[src/hdl/word_pkg.sv]
// data word union, byte lane type, lane constants and lane to byte position helper
package word_pkg;

    // number of byte lanes in one host bus word
    localparam int LANES = 4;

    // byte offset BO as carried on the control bus
    // lane 0 is the most significant byte of the word
    typedef logic [1:0] lane_t;

    // upper-upper byte, bits 31:24
    localparam lane_t LANE_UU = 2'd0;
    // upper-middle byte, bits 23:16
    localparam lane_t LANE_UM = 2'd1;
    // lower-middle byte, bits 15:8
    localparam lane_t LANE_LM = 2'd2;
    // lower-lower byte, bits 7:0, last lane of a word
    localparam lane_t LANE_LL = 2'd3;

    // one 32-bit word seen two ways
    // bytes[3] is bits 31:24, bytes[0] is bits 7:0
    // halves[1] is bits 31:16, halves[0] is bits 15:0
    typedef union packed {
        // byte view for the FIFO and the SCSI lanes
        logic [LANES-1:0][7:0] bytes;
        // 16-bit view for the CPU register path
        logic [1:0][15:0]      halves;
    } data_word_u;

    // maps a lane number onto its index in the bytes view
    // lane 0 lands on bytes[3], lane 3 on bytes[0]
    function automatic logic [1:0] byte_pos(input lane_t lane);
        logic [1:0] top;
        top = 2'(LANES - 1);
        return top - lane;
    endfunction

endpackage

[src/hdl/xfer_pkg.sv]
// transfer control struct and FIFO status struct
package xfer_pkg;

    // per-cycle transfer control, driven as plain levels
    // at most one of the four direction strobes is high at a time
    typedef struct packed {
        // CPU write data out to the SCSI bus
        logic                cpu2s;
        // SCSI byte into the CPU read register
        logic                s2cpu;
        // SCSI byte into the FIFO packing register
        logic                s2f;
        // FIFO head word out to the SCSI bus
        logic                f2s;
        // CPU half select, high picks bits 23:16, low picks bits 7:0
        logic                a3;
        // byte offset within the FIFO word
        word_pkg::lane_t     bo;
    } xfer_ctrl_t;

    // word FIFO occupancy flags
    typedef struct packed {
        // no room for another packed word
        logic full;
        // nothing stored, head reads as zero
        logic empty;
    } fifo_stat_t;

endpackage

[src/hdl/scsi_tx_select.sv]
// byte lane decoder and six-way transmit byte multiplexer
`timescale 1ns/100ps

module scsi_tx_select (
    input  xfer_pkg::xfer_ctrl_t ctrl,
    input  word_pkg::data_word_u fifo_head,
    input  word_pkg::data_word_u cpu_wdata,
    output logic [7:0]           tx_byte
);

    // one bit per transmit source, at most one set
    typedef struct packed {
        logic uu;
        logic um;
        logic lm;
        logic ll;
        logic cpu_hi;
        logic cpu_lo;
    } tx_sel_t;

    tx_sel_t sel;

    // 2-to-4 lane decoder, enabled by f2s
    // plus the two CPU half selects
    always_comb begin
        sel = '0;
        if (ctrl.f2s) begin
            case (ctrl.bo)
                word_pkg::LANE_UU: sel.uu = 1'b1;
                word_pkg::LANE_UM: sel.um = 1'b1;
                word_pkg::LANE_LM: sel.lm = 1'b1;
                word_pkg::LANE_LL: sel.ll = 1'b1;
                default:           sel    = '0;
            endcase
        end
        // a3 high takes the upper CPU byte
        sel.cpu_hi = ctrl.cpu2s & ctrl.a3;
        sel.cpu_lo = ctrl.cpu2s & ~ctrl.a3;
    end

    // and-or multiplexer over one-hot selects
    // no select active gives a zero byte
    always_comb begin
        tx_byte = '0;
        // FIFO head lanes, msb lane first
        tx_byte |= {8{sel.uu}} & fifo_head.bytes[3];
        tx_byte |= {8{sel.um}} & fifo_head.bytes[2];
        tx_byte |= {8{sel.lm}} & fifo_head.bytes[1];
        tx_byte |= {8{sel.ll}} & fifo_head.bytes[0];
        // CPU write data, bits 23:16 or bits 7:0
        tx_byte |= {8{sel.cpu_hi}} & cpu_wdata.bytes[2];
        tx_byte |= {8{sel.cpu_lo}} & cpu_wdata.bytes[0];
    end

endmodule

[src/hdl/scsi_datapath.sv]
// SCSI direction control, receive latch, receive byte replication and CPU read word
`timescale 1ns/100ps

module scsi_datapath (
    input  logic                 LS2CPU,
    input  logic                 rst_n,
    input  xfer_pkg::xfer_ctrl_t ctrl,
    input  word_pkg::data_word_u cpu_wdata,
    input  word_pkg::data_word_u fifo_head,
    input  logic [7:0]           scsi_rx,
    output logic [7:0]           scsi_tx,
    output logic                 scsi_oe,
    output word_pkg::data_word_u mod,
    output word_pkg::data_word_u fifo_wdata
);

    // bus is driven towards SCSI
    logic       scsi_out;
    // bus is sampled from SCSI
    logic       scsi_in;
    // receive byte, zero unless a receive strobe is up
    logic [7:0] rx_gated;
    // last received byte for CPU reads
    logic [7:0] rx_latch;

    // transmit byte selection
    scsi_tx_select u_tx_select (
        .ctrl      (ctrl),
        .fifo_head (fifo_head),
        .cpu_wdata (cpu_wdata),
        .tx_byte   (scsi_tx)
    );

    // direction from the strobes
    assign scsi_out = ctrl.cpu2s | ctrl.f2s;
    assign scsi_in  = ctrl.s2cpu | ctrl.s2f;

    // output enable for the external pad driver
    assign scsi_oe = scsi_out;

    // idle receive path reads as zero
    assign rx_gated = scsi_in ? scsi_rx : 8'h00;

    // receive latch
    // samples every edge while either receive strobe is high
    always_ff @(posedge LS2CPU) begin
        if (!rst_n) begin
            rx_latch <= 8'h00;
        end else if (scsi_in) begin
            rx_latch <= rx_gated;
        end
    end

    // CPU read word
    // latched byte sits in the upper byte of each 16-bit half
    always_comb begin
        mod = '0;
        if (ctrl.s2cpu) begin
            mod.halves[1] = {rx_latch, 8'h00};
            mod.halves[0] = {rx_latch, 8'h00};
        end
    end

    // receive byte copied onto all four lanes
    // the FIFO picks the lane it needs from bo
    always_comb begin
        fifo_wdata = '0;
        for (int i = 0; i < word_pkg::LANES; i++) begin
            fifo_wdata.bytes[i] = rx_gated;
        end
    end

endmodule

[src/hdl/dma_fifo.sv]
// word FIFO with byte packing on write and lane-wise unpacking on read
`timescale 1ns/100ps

module dma_fifo #(
    parameter int FIFO_DEPTH = 8
) (
    input  logic                 LS2CPU,
    input  logic                 rst_n,
    input  xfer_pkg::xfer_ctrl_t ctrl,
    input  word_pkg::data_word_u fifo_wdata,
    output word_pkg::data_word_u fifo_head,
    output xfer_pkg::fifo_stat_t stat
);

    localparam int PTR_W = (FIFO_DEPTH > 1) ? $clog2(FIFO_DEPTH) : 1;
    localparam int CNT_W = $clog2(FIFO_DEPTH + 1);
    localparam logic [PTR_W-1:0] LAST_PTR  = PTR_W'(FIFO_DEPTH - 1);
    localparam logic [CNT_W-1:0] DEPTH_CNT = CNT_W'(FIFO_DEPTH);

    // word storage
    word_pkg::data_word_u mem [FIFO_DEPTH];

    // packing register, one lane filled per s2f cycle
    word_pkg::data_word_u pack_q;
    // packing register with the current byte merged in
    word_pkg::data_word_u push_word;

    logic [PTR_W-1:0] wr_ptr;
    logic [PTR_W-1:0] rd_ptr;
    logic [CNT_W-1:0] count;

    // index of bo within the bytes view
    logic [1:0] lane_pos;
    logic       last_lane;
    logic       full;
    logic       empty;
    logic       push;
    logic       pop;

    // circular pointer step, wraps for any depth
    function automatic logic [PTR_W-1:0] next_ptr(input logic [PTR_W-1:0] ptr);
        return (ptr == LAST_PTR) ? '0 : ptr + 1'b1;
    endfunction

    assign lane_pos  = word_pkg::byte_pos(ctrl.bo);
    assign last_lane = (ctrl.bo == word_pkg::LANE_LL);

    assign full  = (count == DEPTH_CNT);
    assign empty = (count == '0);
    assign stat  = '{full: full, empty: empty};

    // word completes on the last lane
    // dropped when full, nothing pops when empty
    assign push = ctrl.s2f & last_lane & ~full;
    assign pop  = ctrl.f2s & last_lane & ~empty;

    // merge the incoming byte so the pushed word carries all four lanes
    always_comb begin
        push_word = pack_q;
        push_word.bytes[lane_pos] = fifo_wdata.bytes[lane_pos];
    end

    // packing register takes the byte even when the push is dropped
    always_ff @(posedge LS2CPU) begin
        if (!rst_n) begin
            pack_q <= '0;
        end else if (ctrl.s2f) begin
            pack_q <= push_word;
        end
    end

    always_ff @(posedge LS2CPU) begin
        if (push) begin
            mem[wr_ptr] <= push_word;
        end
    end

    // pointers and occupancy
    always_ff @(posedge LS2CPU) begin
        if (!rst_n) begin
            wr_ptr <= '0;
            rd_ptr <= '0;
            count  <= '0;
        end else begin
            if (push) begin
                wr_ptr <= next_ptr(wr_ptr);
            end
            if (pop) begin
                rd_ptr <= next_ptr(rd_ptr);
            end
            case ({push, pop})
                2'b10:   count <= count + 1'b1;
                2'b01:   count <= count - 1'b1;
                default: count <= count;
            endcase
        end
    end

    // head word, zero while empty so an underrun sends zero
    assign fifo_head = empty ? '0 : mem[rd_ptr];

endmodule

[src/hdl/sdmac_datapath.sv]
// top level joining the SCSI byte datapath and the word FIFO
`timescale 1ns/100ps

module sdmac_datapath #(
    parameter int FIFO_DEPTH = 8
) (
    // SCSI side clock
    input  logic                 LS2CPU,
    input  logic                 rst_n,
    // direction strobes, CPU half select and byte offset
    input  xfer_pkg::xfer_ctrl_t ctrl,
    // CPU register write data
    input  word_pkg::data_word_u cpu_wdata,
    // SCSI data bus, receive side of the pad
    input  logic [7:0]           scsi_rx,
    // SCSI data bus, transmit side of the pad
    output logic [7:0]           scsi_tx,
    output logic                 scsi_oe,
    // CPU read data
    output word_pkg::data_word_u mod,
    // FIFO full and empty
    output xfer_pkg::fifo_stat_t stat
);

    // head word of the FIFO, feeds the transmit multiplexer
    word_pkg::data_word_u fifo_head;
    // received byte on all lanes, feeds the packing register
    word_pkg::data_word_u fifo_wdata;

    // byte steering between SCSI, CPU and FIFO
    scsi_datapath u_scsi_datapath (
        .LS2CPU     (LS2CPU),
        .rst_n      (rst_n),
        .ctrl       (ctrl),
        .cpu_wdata  (cpu_wdata),
        .fifo_head  (fifo_head),
        .scsi_rx    (scsi_rx),
        .scsi_tx    (scsi_tx),
        .scsi_oe    (scsi_oe),
        .mod        (mod),
        .fifo_wdata (fifo_wdata)
    );

    // packing word FIFO
    // uses only s2f, f2s and bo of ctrl
    dma_fifo #(
        .FIFO_DEPTH (FIFO_DEPTH)
    ) u_dma_fifo (
        .LS2CPU     (LS2CPU),
        .rst_n      (rst_n),
        .ctrl       (ctrl),
        .fifo_wdata (fifo_wdata),
        .fifo_head  (fifo_head),
        .stat       (stat)
    );

endmodule

[config.mk]
export PLATFORM = sky130hd
export DESIGN_NAME = sdmac_datapath
export DESIGN_NICKNAME = d
export VERILOG_FILES = /design/src/hdl/word_pkg.sv /design/src/hdl/xfer_pkg.sv /design/src/hdl/scsi_tx_select.sv /design/src/hdl/scsi_datapath.sv /design/src/hdl/dma_fifo.sv /design/src/hdl/sdmac_datapath.sv
export SDC_FILE = /design/constraint.sdc
export NUM_CORES = 1
export LEC_CHECK = 0
export BUFFER_PORTS_ARGS = -buffer_cell sky130_fd_sc_hd__buf_4
export CORE_MARGIN = 2
export CORE_UTILIZATION = 30
export DETAILED_ROUTE_END_ITERATION = 8
export GPL_TIMING_DRIVEN = 0
export REMOVE_ABC_BUFFERS = 1
export SLEW_MARGIN = 25
export SYNTH_ARGS = -nofsm -noshare
export SYNTH_HDL_FRONTEND = slang
export SYNTH_HIERARCHICAL = 1
export SYNTH_SLANG_ARGS = --single-unit
[constraint.sdc]
create_clock -name LS2CPU -period 4.8 [get_ports LS2CPU]
set_clock_uncertainty 0.1 [all_clocks]
set_input_delay 0.72 -clock LS2CPU [delete_from_list [all_inputs] [get_ports LS2CPU]]
set_output_delay 0.72 -clock LS2CPU [all_outputs]
set_load 0.05 [all_outputs]
==> metrics.yaml <==
fillers: 4113
hold_ws_ns: 0.3335
slew_headroom: 0.4250
gp_congestion: 0.7056
die_w_um: 216.7
fin_crit_sh: 0.8705
drive_above_1_share: 0.2893
setup_viol: 0
ios: 92
ys_ff_latch: 309
cap_violations: 0
route.detailed.drc: 0
syn_inst: 807
cp.required_ns: 3.98
grt_pass1_wl_um: 42760
end_kind: "primary output"
finish.instance_area_um2: 15680
portBuffers: 59
start_kind: "flop"
clkPwrFrac: 0.422
final.setup.worst_slack_ns: 0.6218
clockRootBuffer: "clkbuf_16"
vias: 6950
nets: 916
postCtsSetupRepairBufs: 0
cp.arrival_ns: 3.36
async_reset_ff_frac: 0
fin_tns_setup_ns: 0
path_clk_slew_ns: 0.06
gr-total-overflow: 0
p_leak_nw: 5.261
ys_seq_area_frac: 0.6448
slew_violations: 0
peakVddDrop_uv: 223.2
routed_wl_um: 28350
drt_iter0_drc: 501
via_per_inst: 4.705
dpl.hpwl_um: 18710
clockBufferDepth: 3
htreeDepth: 1
power.share.switching: 0.2154
dieArea_um2: 46940
core_area_um2: 44410
synthesis.area_um2: 13570
post_cts_resized: 0
final_core_util: 0.3529
seqPwrFrac: 0.514
p_int_mw: 4.490
initial_core_util: 0.3055
placementRows: 77
post-place-ws_ns: 1.150
n_antenna_cell: 0
crit_fanout: 36
cts_tree: "built"
synth_edf_count: 256
grt.total_usage: 0.1183
outcome: "completed"
antenna_found_initial: 0
areaGrowthSynthToFinish_pct: 15.53
clock.fmax_mhz: 239.3
worstHoldPathType: "in2reg"
fin_crit_ns: 4.178
insertion_delay_ns: 0.55
fin_cells: 1477
worstMarginPinSlew_ns: 0.8586
numCtsBuffers: 31
grt_max_degree: 60
wl_per_cell_um: 19.19
power_density_nw_per_um2: 365.1
yosys_warnings: 6
cts_sinks: 309
die_h_um: 216.7
synth.avg_cell_area_um2: 16.81
comb_power_share: 0.065
rsz0062_at_grt: "no"
cts_hold_buf: 0
dp_cells: 1419
ys.flop_type: "edfxtp_1"
power.switching_mw: 1.233
placed_cell_area_um2: 14640
grt_pass1_vias: 6844
first_pass_iters: 4
power_mw: 5.723
ant_nets: 0
synth_cell_types: 57
path_class: "reg2out"
hold_viol_final: 0
## worst max-delay path, stage by stage (launching register included)
cell	delay [ns]
dfxtp_4	0.74
buf_16	0.33
mux4_1	0.59
mux2i_1	0.14
nor2_1	0.05
mux2_2	0.27
a21oi_1	0.32
o21ai_0	0.14
buf_4	0.21
## cells in the mapped netlist (4+ instances only)
cell type	number	share of area
clkbuf_1	11	0.0030
mux2_4	4	0.0044
nor2b_1	22	0.010
mux4_1	42	0.081
nand3_1	8	0.0030
edfxtp_1	256	0.57
and2_2	7	0.0039
mux2i_1	56	0.041
mux4_2	22	0.037
mux2_2	42	0.035
nor3_1	5	0.0018
a21boi_0	19	0.011
ha_1	7	0.0065
nor3b_1	6	0.0033
buf_6	11	0.0091
buf_2	17	0.0063
dfxtp_1	53	0.078
a21oi_1	7	0.0026
o21ai_2	6	0.0039
a32oi_1	4	0.0026
nor2_1	37	0.010
buf_4	54	0.030
nand2b_1	5	0.0023
o211ai_1	8	0.0044
o21ai_1	4	0.0015
and2_1	9	0.0041
nand2_1	43	0.012
o21ai_0	6	0.0022
## registers in the layout (all words and copies together), names as in the netlist, named ones only
register / count
u_dma_fifo/pack_q: 32
u_scsi_datapath/rx_latch: 8
u_dma_fifo/mem: 256
u_dma_fifo/rd_ptr: 3
u_dma_fifo/wr_ptr: 3
u_dma_fifo/count: 4
## placed cells by master (no fill, tap or decap), types with 19 or more instances in the layout
cell type  count
a21boi_0      19
buf_4         86
mux4_2        22
mux4_1        42
mux2i_1       56
mux2_2        42
nand2_1       43
clkbuf_16     32
dfxtp_1       50
nor2_1        34
nor2b_1       21
edfxtp_1     256
## worst paths after layout
path / startpoint / endpoint / slack [ns] / depth (start not counted)
setup / recovery: flop / scsi_tx[2] / 0.62 / 8
hold / removal: scsi_rx[1] / u_scsi_datapath/rx_latch[1] / 0.33 / 3
setup reg to reg: u_dma_fifo/count[1] / u_dma_fifo/count[2] / 1.86 / 11
hold reg to reg: u_scsi_datapath/rx_latch[2] / u_scsi_datapath/rx_latch[2] / 0.35 / 2
## routing by layer
metal  part of all wire  wire (um)  vias up  GRT usage
met3              0.048       1365       37    0.01937
met2               0.45      12720      168     0.1816
met1               0.49      13910     3555     0.1784
li1                   -          -     3190          -
met4              0.012        352        0    0.01895
met5                  0          0        -          0
## power by group through the flow
| stage | Clock, mW | Combinational (mW) | Sequential, mW |
|---|---|---|---|
| floorplan | 0 | 0.229 | 3.00 |
| finish | 2.41 | 0.369 | 2.94 |
| global placement | 0 | 0.353 | 3.00 |
| detailed placement | 0 | 0.371 | 3.00 |
| global route | 2.57 | 0.397 | 2.94 |
| CTS | 2.47 | 0.372 | 2.94 |
## final cells by class
class                           count  area (um2)  area share
Timing Repair Buffer              101       890.9     0.05683
Clock buffer                       48       930.9     0.05939
Sequential cell                   309        8760      0.5588
Inverter                            2       10.01   0.0006386
Multi-Input combinational cell    415        4238      0.2704
Tap cell                          592       740.7     0.04725
Clock inverter                     10       105.1    0.006705
## kinds of logic (layout without fill, tap and decap cells)
family                     Yosys count  count (layout)  share of synthesized area
AOI/OAI and AO/OA                   65              65                    0.03486
xor gates and xnor gates             3               3                   0.001937
muxes                              166             166                     0.1985
adders and majority gates            7               7                   0.006455
other                                1              16                  0.0002764
buffers and inverters               98             161                    0.05118
DFF                                309             309                     0.6448
and+or+nand+nor                    158             158                    0.06206
No activity file was read; power rests on OpenSTA's default activity.
